--- src/rtl/s16b_pkg.sv ---
// ------------------------------
// S16B main board bus types
// Region names, CPU bus, chip
// selects, cabinet inputs and the
// mapper reset table
// ------------------------------
package s16b_pkg;

    // Mapper regions, lowest index wins
    typedef enum logic [2:0] {
        REG_ROM0,
        REG_ROM1,
        REG_ROM2,
        REG_RAM,
        REG_VRAM,
        REG_ORAM,
        REG_PAL,
        REG_IO
    } s16b_region_e;

    // 68000 side of the board
    typedef struct packed {
        logic [23:1] addr;
        logic [15:0] dout;   // CPU write data
        logic        rnw;
        logic        udsn;
        logic        ldsn;
        logic        asn;
    } cpu_bus_t;

    typedef struct packed {
        logic rom;
        logic ram;
        logic vram;   // tile RAM
        logic chr;    // text RAM
        logic pal;
        logic obj;
        logic io;
        logic map;
    } cs_t;

    typedef struct packed {
        logic [7:0] joystick1;
        logic [7:0] joystick2;
        logic [1:0] start;
        logic [1:0] coin;
        logic       service;
        logic       test;
        logic [7:0] dip_a;
        logic [7:0] dip_b;
    } cab_in_t;

    // Address bits 23:16 of the mapper registers
    localparam logic [7:0] MAP_PAGE = 8'hff;

    // Only region 0 is live out of reset, covering 0x000000-0x07ffff
    localparam logic [7:0] MAP_BASE_RST [8] = '{
        8'h00, 8'hff, 8'hff, 8'hff, 8'hff, 8'hff, 8'hff, 8'hff
    };
    localparam logic [7:0] MAP_MASK_RST [8] = '{
        8'hf8, 8'hff, 8'hff, 8'hff, 8'hff, 8'hff, 8'hff, 8'hff
    };

endpackage

--- src/rtl/s16b_mapper.sv ---
// ------------------------------
// S16B memory mapper
// Eight base/mask pairs written by
// the CPU, priority region flags
// ------------------------------
module s16b_mapper (
    input  logic               clk,
    input  logic               rst,
    input  s16b_pkg::cpu_bus_t bus,
    output logic [7:0]         active
);

    logic [7:0] base [8];
    logic [7:0] mask [8];
    logic [7:0] page;
    logic       map_page;
    logic       map_we;
    logic [7:0] hit;

    assign page     = bus.addr[23:16];
    assign map_page = page == s16b_pkg::MAP_PAGE;
    // Register writes only use the low byte
    assign map_we   = map_page && !bus.asn && !bus.rnw && !bus.ldsn;

    always_ff @(posedge clk or posedge rst) begin
        if (rst) begin
            for (int i = 0; i < 8; i++) begin
                base[i] <= s16b_pkg::MAP_BASE_RST[i];
                mask[i] <= s16b_pkg::MAP_MASK_RST[i];
            end
        end else if (map_we) begin
            // Odd register index selects the mask
            if (bus.addr[1]) begin
                mask[bus.addr[4:2]] <= bus.dout[7:0];
            end else begin
                base[bus.addr[4:2]] <= bus.dout[7:0];
            end
        end
    end

    always_comb begin
        for (int i = 0; i < 8; i++) begin
            hit[i] = ((page ^ base[i]) & mask[i]) == 8'h00;
        end
    end

    // Two's complement isolates the lowest region that hits
    always_comb begin
        active = 8'h00;
        if (!map_page) begin
            active = hit & (~hit + 8'h01);
        end
    end

    assert property (@(posedge clk) disable iff (rst) $onehot0(active))
        else $error("mapper flags more than one region");

endmodule

--- src/rtl/s16b_bus_decode.sv ---
// ------------------------------
// S16B bus decoder
// Registered chip selects from the
// mapper flags and bus strobes
// ------------------------------
module s16b_bus_decode (
    input  logic               clk,
    input  logic               rst,
    input  s16b_pkg::cpu_bus_t bus,
    input  logic [7:0]         active,
    output s16b_pkg::cs_t      cs
);

    logic ds_low;
    logic map_page;
    logic rom_hit;

    // Either data strobe asserted
    assign ds_low   = !(bus.udsn && bus.ldsn);
    assign map_page = bus.addr[23:16] == s16b_pkg::MAP_PAGE;
    assign rom_hit  = active[s16b_pkg::REG_ROM0]
                   || active[s16b_pkg::REG_ROM1]
                   || active[s16b_pkg::REG_ROM2];

    always_ff @(posedge clk or posedge rst) begin
        if (rst) begin
            cs <= '0;
        end else if (!bus.asn) begin
            cs.rom  <= rom_hit;
            // RAM selects follow the data strobes so that
            // each half of a read-modify-write is a new request
            cs.ram  <= ds_low && active[s16b_pkg::REG_RAM];
            cs.vram <= ds_low && active[s16b_pkg::REG_VRAM] && !bus.addr[16];
            // Text RAM sits in the upper half of the VRAM region
            cs.chr  <= active[s16b_pkg::REG_VRAM] && bus.addr[16];
            cs.obj  <= active[s16b_pkg::REG_ORAM];
            cs.pal  <= active[s16b_pkg::REG_PAL];
            cs.io   <= active[s16b_pkg::REG_IO];
            cs.map  <= map_page;
        end else begin
            cs <= '0;
        end
    end

    assert property (@(posedge clk) disable iff (rst) $onehot0(cs))
        else $error("more than one chip select high");

endmodule

--- src/rtl/s16b_cab_io.sv ---
// ------------------------------
// S16B cabinet I/O
// Screen flip latch, joystick and
// DIP switch reads
// ------------------------------
module s16b_cab_io (
    input  logic               clk,
    input  logic               rst,
    input  s16b_pkg::cpu_bus_t bus,
    input  logic               io_cs,
    input  s16b_pkg::cab_in_t  cab,
    output logic [7:0]         cab_dout,
    output logic               flip
);

    logic [7:0] sys_byte;
    logic [7:0] joy1_sorted;
    logic [7:0] joy2_sorted;

    // Board wiring of the joystick bits
    function automatic logic [7:0] sort_joy(input logic [7:0] joy);
        return {joy[1], joy[0], joy[3], joy[2], joy[7], joy[5], joy[4], joy[6]};
    endfunction

    assign joy1_sorted = sort_joy(cab.joystick1);
    assign joy2_sorted = sort_joy(cab.joystick2);
    assign sys_byte    = {2'b11, cab.start[1], cab.start[0], cab.service, cab.test,
                          cab.coin[1], cab.coin[0]};

    always_ff @(posedge clk or posedge rst) begin
        if (rst) begin
            flip <= 1'b0;
        end else if (io_cs && bus.addr[13:12] == 2'd0 && !bus.rnw && !bus.ldsn) begin
            flip <= bus.dout[6];
        end
    end

    always_ff @(posedge clk) begin
        cab_dout <= 8'hff;
        if (io_cs && bus.rnw) begin
            case (bus.addr[13:12])
                2'd1: begin
                    case (bus.addr[2:1])
                        2'd0: cab_dout <= sys_byte;
                        2'd1: cab_dout <= joy1_sorted;
                        2'd3: cab_dout <= joy2_sorted;
                        default: cab_dout <= 8'hff;
                    endcase
                end
                2'd2: cab_dout <= bus.addr[1] ? cab.dip_b : cab.dip_a;
                default: cab_dout <= 8'hff;
            endcase
        end
    end

endmodule

--- src/rtl/s16b_dtack.sv ---
// ------------------------------
// S16B DTACK generator
// Fractional CPU clock enables and
// DTACK with memory wait states
// ------------------------------
module s16b_dtack #(
    parameter logic [7:0] CEN_NUM = 8'd29,
    parameter logic [7:0] CEN_DEN = 8'd146
) (
    input  logic               clk,
    input  logic               rst,
    input  s16b_pkg::cpu_bus_t bus,
    input  s16b_pkg::cs_t      cs,
    input  logic               rom_ok,
    input  logic               ram_ok,
    output logic               cpu_cen,
    output logic               cpu_cenb,
    output logic               dtackn
);

    typedef enum logic [1:0] {IDLE, WAIT, ACK} state_e;

    localparam logic [15:0] NUM  = {8'h00, CEN_NUM};
    localparam logic [15:0] DEN  = {8'h00, CEN_DEN};
    localparam logic [15:0] HALF = {9'h000, CEN_DEN[7:1]};

    logic [15:0] acc;
    logic [15:0] acc_sum;
    logic        wrap;
    logic        busy;
    logic        ds_low;
    state_e      state;

    assign acc_sum = acc + NUM;
    assign wrap    = acc_sum >= DEN;

    always_ff @(posedge clk or posedge rst) begin
        if (rst) begin
            acc      <= 16'h0000;
            cpu_cen  <= 1'b0;
            cpu_cenb <= 1'b0;
        end else begin
            acc      <= wrap ? acc_sum - DEN : acc_sum;
            cpu_cen  <= wrap;
            // Second phase fires when the count crosses mid period
            cpu_cenb <= acc < HALF && acc_sum >= HALF;
        end
    end

    // Slow memories hold the cycle until ok
    assign busy   = (cs.rom && !rom_ok) || ((cs.ram || cs.vram) && !ram_ok);
    assign ds_low = !(bus.udsn && bus.ldsn);

    always_ff @(posedge clk or posedge rst) begin
        if (rst) begin
            state <= IDLE;
        end else if (bus.asn) begin
            state <= IDLE;
        end else begin
            case (state)
                IDLE: if (ds_low) state <= WAIT;
                WAIT: if (cpu_cen && !busy) state <= ACK;
                default: state <= ACK;
            endcase
        end
    end

    assign dtackn = state != ACK;

    assert property (@(posedge clk) disable iff (rst) $fell(dtackn) |-> !bus.asn)
        else $error("dtackn fell without an address strobe");

endmodule

--- src/rtl/s16b_main.sv ---
// ------------------------------
// S16B main CPU bus subsystem
// Mapper, decoder, cabinet I/O,
// DTACK and read data mux
// ------------------------------
module s16b_main #(
    parameter logic [7:0] CEN_NUM = 8'd29,
    parameter logic [7:0] CEN_DEN = 8'd146
) (
    input  logic               clk,
    input  logic               rst,
    input  s16b_pkg::cpu_bus_t bus,
    input  s16b_pkg::cab_in_t  cab,
    input  logic [15:0]        rom_data,
    input  logic               rom_ok,
    input  logic [15:0]        ram_data,
    input  logic               ram_ok,
    input  logic [15:0]        char_dout,
    input  logic [15:0]        pal_dout,
    input  logic [15:0]        obj_dout,
    output s16b_pkg::cs_t      cs,
    output logic [15:0]        cpu_din,
    output logic               dtackn,
    output logic               cpu_cen,
    output logic               cpu_cenb,
    output logic               flip
);

    logic [7:0] active;
    logic [7:0] cab_dout;

    s16b_mapper u_mapper (
        .clk    (clk),
        .rst    (rst),
        .bus    (bus),
        .active (active)
    );

    s16b_bus_decode u_bus_decode (
        .clk    (clk),
        .rst    (rst),
        .bus    (bus),
        .active (active),
        .cs     (cs)
    );

    s16b_cab_io u_cab_io (
        .clk      (clk),
        .rst      (rst),
        .bus      (bus),
        .io_cs    (cs.io),
        .cab      (cab),
        .cab_dout (cab_dout),
        .flip     (flip)
    );

    s16b_dtack #(
        .CEN_NUM (CEN_NUM),
        .CEN_DEN (CEN_DEN)
    ) u_dtack (
        .clk      (clk),
        .rst      (rst),
        .bus      (bus),
        .cs       (cs),
        .rom_ok   (rom_ok),
        .ram_ok   (ram_ok),
        .cpu_cen  (cpu_cen),
        .cpu_cenb (cpu_cenb),
        .dtackn   (dtackn)
    );

    // Read data, first select in priority order wins
    always_ff @(posedge clk or posedge rst) begin
        if (rst) begin
            cpu_din <= 16'hffff;
        end else if (cs.ram || cs.vram) begin
            cpu_din <= ram_data;
        end else if (cs.rom) begin
            cpu_din <= rom_data;
        end else if (cs.chr) begin
            cpu_din <= char_dout;
        end else if (cs.pal) begin
            cpu_din <= pal_dout;
        end else if (cs.obj) begin
            cpu_din <= obj_dout;
        end else if (cs.io) begin
            cpu_din <= {8'hff, cab_dout};
        end
        // Unmapped cycles keep the last value
    end

endmodule

--- config.mk ---
export PLATFORM = sky130hd
export DESIGN_NAME = s16b_main
export DESIGN_NICKNAME = d
export VERILOG_FILES = /design/src/rtl/s16b_pkg.sv /design/src/rtl/s16b_mapper.sv /design/src/rtl/s16b_bus_decode.sv /design/src/rtl/s16b_cab_io.sv /design/src/rtl/s16b_dtack.sv /design/src/rtl/s16b_main.sv
export SDC_FILE = /design/constraint.sdc
export NUM_CORES = 1
export LEC_CHECK = 0
export ABC_AREA = 1
export ABC_CLOCK_PERIOD_IN_PS = 5500
export CORE_MARGIN = 4
export CORE_UTILIZATION = 53
export CTS_CLUSTER_SIZE = 28
export DETAILED_ROUTE_END_ITERATION = 16
export DONT_BUFFER_PORTS = 1
export PLACE_DENSITY_LB_ADDON = 0.05
export RECOVER_POWER = 50
export SYNTH_ARGS = -nofsm -noshare
export SYNTH_HDL_FRONTEND = slang
export SYNTH_SLANG_ARGS = --single-unit
--- constraint.sdc ---
create_clock -name clk -period 5.5 [get_ports clk]
set_input_delay 1.375 -clock clk [delete_from_list [all_inputs] [get_ports clk]]
set_output_delay 1.375 -clock clk [all_outputs]
set_load 0.01 [all_outputs]
==> results of run 1 <==
==> how the worst max path moves through the flow <==
stage	from	slack, ns	end
final	bus[36]	2.61	u_mapper.base[26]
after detailed placement	bus[42]	2.61	u_mapper.base[26]
after global routing	bus[42]	2.42	u_mapper.mask[63]
after CTS	u_bus_decode.cs[4]	2.76	cs[4]
after global placement	bus[36]	2.67	u_mapper.base[24]
after floorplan	rst	2.02	u_bus_decode.cs[0]
==> cell type report <==
type                    count  area, um^2
well taps                 229         287
flip-flops and latches    181        4660
multi-input cells         920        4590
clock inverters            13         154
clock buffers              18         439
fillers                  1655        7670
inverters                  71         269
repair buffers              1        20.0
==> Yosys cell counts, drive strengths merged, types with 16 or more instances <==
cell	n
xor2	17
o211ai	36
dfrtp	40
nand3	55
a21oi	46
o21ai	179
buf	25
dfstp	133
nor3	16
nor2	111
inv	68
nand2	385
clkbuf	32
==> per-layer routing <==
layer / routed length [um] / share of wire
met1: 11300 / 0.46
met2: 11500 / 0.47
met3: 1140 / 0.047
met4: 363 / 0.015
met5: 0 / 0
==> cell families after synthesis <==
| logic type | count (synthesis) | synth area share |
|---|---|---|
| buffers and inverters | 128 | 0.0592 |
| flip-flops | 181 | 0.473 |
| AO/OA/AOI/OAI | 292 | 0.168 |
| XOR/XNOR | 18 | 0.0179 |
| AND/OR/NAND/NOR | 603 | 0.273 |
| adder cells (fa/ha/maj) | 7 | 0.00890 |
==> power by group through the flow <==
stage                     logic [mW]  clock network (mW)  registers, mW
final                          0.121                1.24           1.38
after detailed placement       0.123                   0           1.40
after CTS                      0.124                1.27           1.38
after floorplan                0.105                   0           1.39
after global routing           0.138                1.33           1.38
after global placement         0.122                   0           1.40
==> per-stage QoR <==
step	hold WS, ns	total power [mW]	instance area [um^2]	setup WS [ns]
floorplan	0.447	1.50	9850	2.02
detailed placement	0.464	1.52	9840	2.61
global route	0.486	2.84	10400	2.42
global placement	0.460	1.52	9840	2.67
CTS	0.475	2.77	10400	2.76
finish	0.472	2.74	10400	2.61
==> critical path, stage by stage <==
cell and delay (ns):
sky130_fd_sc_hd__nand2_1 0.07, sky130_fd_sc_hd__nor4_1 0.82, sky130_fd_sc_hd__nand2_4 0.19, sky130_fd_sc_hd__nor2_8 0.35
sky130_fd_sc_hd__nand2_4 0.22, sky130_fd_sc_hd__nand2_1 0.13, sky130_fd_sc_hd__o21ai_2 0.06
==> state kept, by name (all words and copies together), names as in the netlist <==
name               cells
u_mapper.base         64
u_mapper.mask         64
cpu_din               16
u_dtack.acc           16
u_bus_decode.cs        8
u_cab_io.cab_dout      8
u_dtack.state          2
u_cab_io.flip          1
u_dtack.cpu_cen        1
u_dtack.cpu_cenb       1
==> results.cfg, run 1 <==
[min_path]
hold_path_startpoint = u_mapper.mask[0]
min_path_type = flop to flop
timing.hold.worst_endpoint = u_mapper.mask[0]
hold_path_depth = 2

[global_routing]
grt_use_met2 = 0.377
grt_overflow_total = 0
met3_usage = 0.0387
grt_start_max_net_pins = 174
grt.total_usage = 0.232
antenna_found_initial = 0
first_global_vias = 7291
globalRouteMet1Util = 0.325
globalRoute.busiestLayer = met2
global_route_wire_length_before_repair_mm = 38.0

[logic_synthesis]
synth.ff_latch_count = 181
synth_largest_area_cell = sky130_fd_sc_hd__dfstp_2
synth_top_area_share = 0.355
syn-cell-area_mm2 = 0.00984
synth_enable_flop_cells = 0
synthTopCellsByArea = sky130_fd_sc_hd__dfstp_2 35%, sky130_fd_sc_hd__nand2_1 14%, sky130_fd_sc_hd__dfrtp_1 10%, sky130_fd_sc_hd__o21ai_1 5.7%, sky130_fd_sc_hd__nor2_1 3.9%
synth_cell_types = 46
yosys_warnings = 0
netlist_instances = 1229
synth-main-ff-cell = sky130_fd_sc_hd__dfstp_2
avgSynthCellArea_um2 = 8.01
async_set_or_reset_flop_fraction_in_the_synthesized_netlist = 0.956
syn_nets = 1401
synth_sequential_area_ratio = 0.473

[final_layout]
layout.core_utilization = 0.576
layout_commonest_cell = sky130_fd_sc_hd__nand2_1
flow.area_growth_from_synthesis_pct = 5.80
stdcell_count = 1433
antenna-diode-count = 0
post_route_cells_drive_above_1_share = 0.194
layout.cells.most_common_list = 359 x sky130_fd_sc_hd__nand2_1, 133 x sky130_fd_sc_hd__dfstp_2, 113 x sky130_fd_sc_hd__o21ai_1
finish.net_count = 1364

[sta]
final.min_clock_period_ns = 2.89
setup_viol = 0
fin_worst_skew_ns = 0.00854
setup_tns_ns = 0
max-slew-margin-rel = 0.247
worstMarginPinSlew_ns = 1.13
drv_slew = 0
fin_crit_sh = 0.526
grt_setup_unrepaired = false
final_hold_viol_count = 0
max_clock_freq_mhz = 346

[pwr]
power.share.sequential = 0.502
cellLeakagePower_nw = 4.24
power.density_mw_per_mm2 = 263
power.ir.vdd_worst_v = 0.000224
power.share.combinational = 0.044
clock_power_share = 0.454
cell_internal_pwr_mw = 2.12
power.switching_fraction = 0.228
switching_component_of_the_power_mw = 0.625

[routing]
drt-wirelength-per-cell_um = 17.0
num_vias = 7935
post_route_drc = 0
viasPerCell = 5.54
firstDrtPassIters = 4
final_antenna_net_count = 0
totalWireLength_mm = 24.4
initialDrtViolationCount = 494

[job]
max-cap-violations = 0

[clock_network]
cts-buffers-inserted = 17
cts_root_buffer = sky130_fd_sc_hd__clkbuf_16
post_cts_buffers = 0
number_of_levels_in_the_clock_h_tree = 4
cts_hold_repair.buffers = 0
cts.reportedPaths.clkPinSlew_ns = 0.06
clk_path_buf_depth = 2
clock_latency_on_the_worst_skew_pair_ns = 0.44
cts.repair.resized = 0
cts_sinks = 181
tritoncts_clock_tree = done

[setup_path]
critPathLaunchType = input pin
critical_path_class = input pin to flop
timing.critical_path.arrival_ns = 3.23
crit-reg2reg-launch = u_bus_decode.cs[6]
reg2regPathDepth = 7
timing.rr.end = u_dtack.state[0]
critPathRequiredTime_ns = 5.84
setup.worst_path.end_class = flop
r2r_slack_ns = 2.75
worstPathMaxFanout = 16

[placed_design]
gp_congestion = 0.833
placement.io_buffers = 0
place_inst = 1402
place_hpwl_mm = 16.9

[floorplanning]
row_count = 49
die_width_um = 144
die_area_mm2 = 0.0208
pin_count = 193
dieHeight_um = 144
coreArea_mm2 = 0.0181
floorplan.initialDensity = 0.544

[outcome]
outcome = finished, final reports clean
No activity file was read; power rests on OpenSTA's default activity.
==> run 2, diff against run 1 <==
- ABC_CLOCK_PERIOD_IN_PS: 5500 -> 2400
- clock period: 5.5 -> 2.4 ns (I/O delays scaled with it)
==> run 2 against run 1 <==
Compared with the run above: count of clock-buffer cells in the layout did not move; sequential power rose by 130%; worst hold slack got worse by 0.26 ns; non-clock buffer count rose by 16; largest power group unchanged; power rose by 130%; via count rose by 1.9%; largest cell class unchanged; first-iteration DRC count rose by 18%; critical path depth rose by 7; cell count rose by 1.2%; sequential cell count did not move; highest routed layer unchanged; critical endpoint is now u_dtack.acc[5]; global-route usage rose by 0.89 points; core utilization rose by 0.46 points.
==> results.cfg, run 2 (synthesized netlist as in run 1, its figures left out) <==
[clock_network]
clk_path_buf_depth = 2
clock_latency_on_the_worst_skew_pair_ns = 0.43
number_of_levels_in_the_clock_h_tree = 4
cts-buffers-inserted = 17
cts_sinks = 181
cts.reportedPaths.clkPinSlew_ns = 0.07
tritoncts_clock_tree = done
cts_root_buffer = sky130_fd_sc_hd__clkbuf_16

[final_layout]
post_route_cells_drive_above_1_share = 0.204
seqCellArea_mm2 = 0.00466
flow.area_growth_from_synthesis_pct = 6.63
finish.net_count = 1380
layout.cell_area.non_filler_mm2 = 0.0105
multi_input_area_mm2 = 0.00459
largest_registers = u_mapper.base: 64 flops, u_mapper.mask: 64 flops
layout.cells.most_common_list = 358 x sky130_fd_sc_hd__nand2_1, 133 x sky130_fd_sc_hd__dfstp_2, 113 x sky130_fd_sc_hd__o21ai_1
layout_commonest_cell = sky130_fd_sc_hd__nand2_1
fill_cell_count = 1675
antenna-diode-count = 0
layout.core_utilization = 0.580

[global_routing]
global_route_wire_length_before_repair_mm = 39.5
first_global_vias = 7535
antenna_found_initial = 0
grt_overflow_total = 0
grt.total_usage = 0.241
grt_start_max_net_pins = 54

[setup_path]
setup.worst_path.end_class = flop
timing.critical_path.cells = ha_1 > inv_1 > nand3_2 > nand2_1 > nand2_1 > nand2_1 > nand2_1 > nand2_2 > inv_2 > nand2_1 > inv_1 > nand2_2 > nand2_1 > nand2_1
timing.critical_path.arrival_ns = 2.57
critical_path_class = flop to flop
critPathRequiredTime_ns = 2.77
timing.critical_path.mode_cell = sky130_fd_sc_hd__nand2_1
cp_slowest_cell = sky130_fd_sc_hd__dfrtp_1
max_stage_delay_ns = 0.41
worstPathMaxFanout = 10
critPathLaunchType = flop

[floorplanning]
pin_count = 193
coreArea_mm2 = 0.0181
dieHeight_um = 144
die_area_mm2 = 0.0208
die_width_um = 144
floorplan.initialDensity = 0.544
row_count = 49

[sta]
final_hold_viol_count = 0
final.min_clock_period_ns = 2.20
max-slew-margin-rel = 0.119
fin_worst_skew_ns = 0.0129
grt_setup_unrepaired = false
drv_slew = 0
setup_viol = 0
fin_crit_sh = 0.917
max_clock_freq_mhz = 455
worstMarginPinSlew_ns = 1.32

[min_path]
min_path_type = input pin to asynchronous set/reset pin

[pwr]
cellLeakagePower_nw = 4.30
fin_total_pwr_mw = 6.22
power.density_mw_per_mm2 = 592
power.ir.vdd_worst_v = 0.000468

[job]
max-cap-violations = 0

[routing]
viasPerCell = 5.58
post_route_drc = 0
initialDrtViolationCount = 583
final_antenna_net_count = 0
firstDrtPassIters = 5
totalWireLength_mm = 25.0
num_vias = 8084
drt-wirelength-per-cell_um = 17.2

[placed_design]
gp_congestion = 0.820
place_hpwl_mm = 17.6
placement.io_buffers = 0
place_area_mm2 = 0.00997

[outcome]
outcome = finished, final reports clean
-- run 2: changes by cell type in the layout (fill, tap and decap cells not counted), moves of 2 or more --
cell / delta
sky130_fd_sc_hd__clkbuf_2: +3
sky130_fd_sc_hd__inv_4: -3
sky130_fd_sc_hd__inv_6: +2
sky130_fd_sc_hd__buf_4: +12
sky130_fd_sc_hd__clkinv_4: +2
sky130_fd_sc_hd__clkbuf_1: +3
-- run 2: where the power goes --
| part | internal, mW | leakage [nW] | switching, mW | total, mW |
|---|---|---|---|---|
| clock | 1.55 | 0.287 | 1.23 | 2.78 |
| combinational | 0.0774 | 2.04 | 0.205 | 0.283 |
| sequential | 3.11 | 1.97 | 0.0390 | 3.15 |
| total | 4.74 | 4.30 | 1.48 | 6.22 |
-- run 2: critical path, delay by kind of cell (launching register included) --
kind,cells,cell delay (ns)
adder cells (fa/ha/maj),1,0.23
flip-flops,1,0.41
AND/OR/NAND/NOR,10,1.25
buffers and inverters,3,0.24
-- run 2: area by class of cell --
class                           instances  share of cell area
Clock buffer                           18              0.0409
Inverter                               71              0.0256
Tap cell                              229              0.0273
Clock inverter                         14              0.0144
Multi-Input combinational cell        920               0.438
Sequential cell                       181               0.444
Timing Repair Buffer                   17              0.0107
-- run 2: through the flow --
stage / setup TNS [ns] / instances / worst slack [ns] / hold WS [ns]
2_1_floorplan: -12.08 / 1229 / -0.302 / 0.447
3_3_place_gp: 0 / 1415 / 0.231 / 0.461
3_5_place_dp: 0 / 1415 / 0.194 / 0.465
4_1_cts: 0 / 1447 / 0.174 / 0.115
5_1_grt: 0 / 1450 / 0.00502 / 0.227
6_report: 0 / 1450 / 0.200 / 0.209
-- run 2: final timing paths --
kind,slack [ns],cells after the start,endpoint,start
setup / recovery,0.20,14,u_dtack.acc[5],u_dtack.acc[0]
hold / removal,0.21,1,u_bus_decode.cs[0],rst
setup reg to reg,0.20,14,u_dtack.acc[5],u_dtack.acc[0]
hold reg to reg,0.47,2,u_mapper.mask[12],u_mapper.mask[12]
max in group asynchronous,0.43,2,u_dtack.acc[12],rst
min in group clk,0.23,1,u_dtack.state[1],bus[0]
-- run 2: routing by layer --
layer / GRT usage / wire, um / up-vias
met5: 0 / 0 / -
met4: 0.0569 / 232 / 0
met3: 0.0430 / 1330 / 20
met2: 0.392 / 11900 / 197
met1: 0.338 / 11500 / 3824
li1: - / - / 4043
-- run 2: what timing repair did --
action                     in CTS  in global routing
setup buffers                   0                  3
hold buffers                    0                  0
gates resized for setup         0                  1
setup endpoints to repair       0                 15
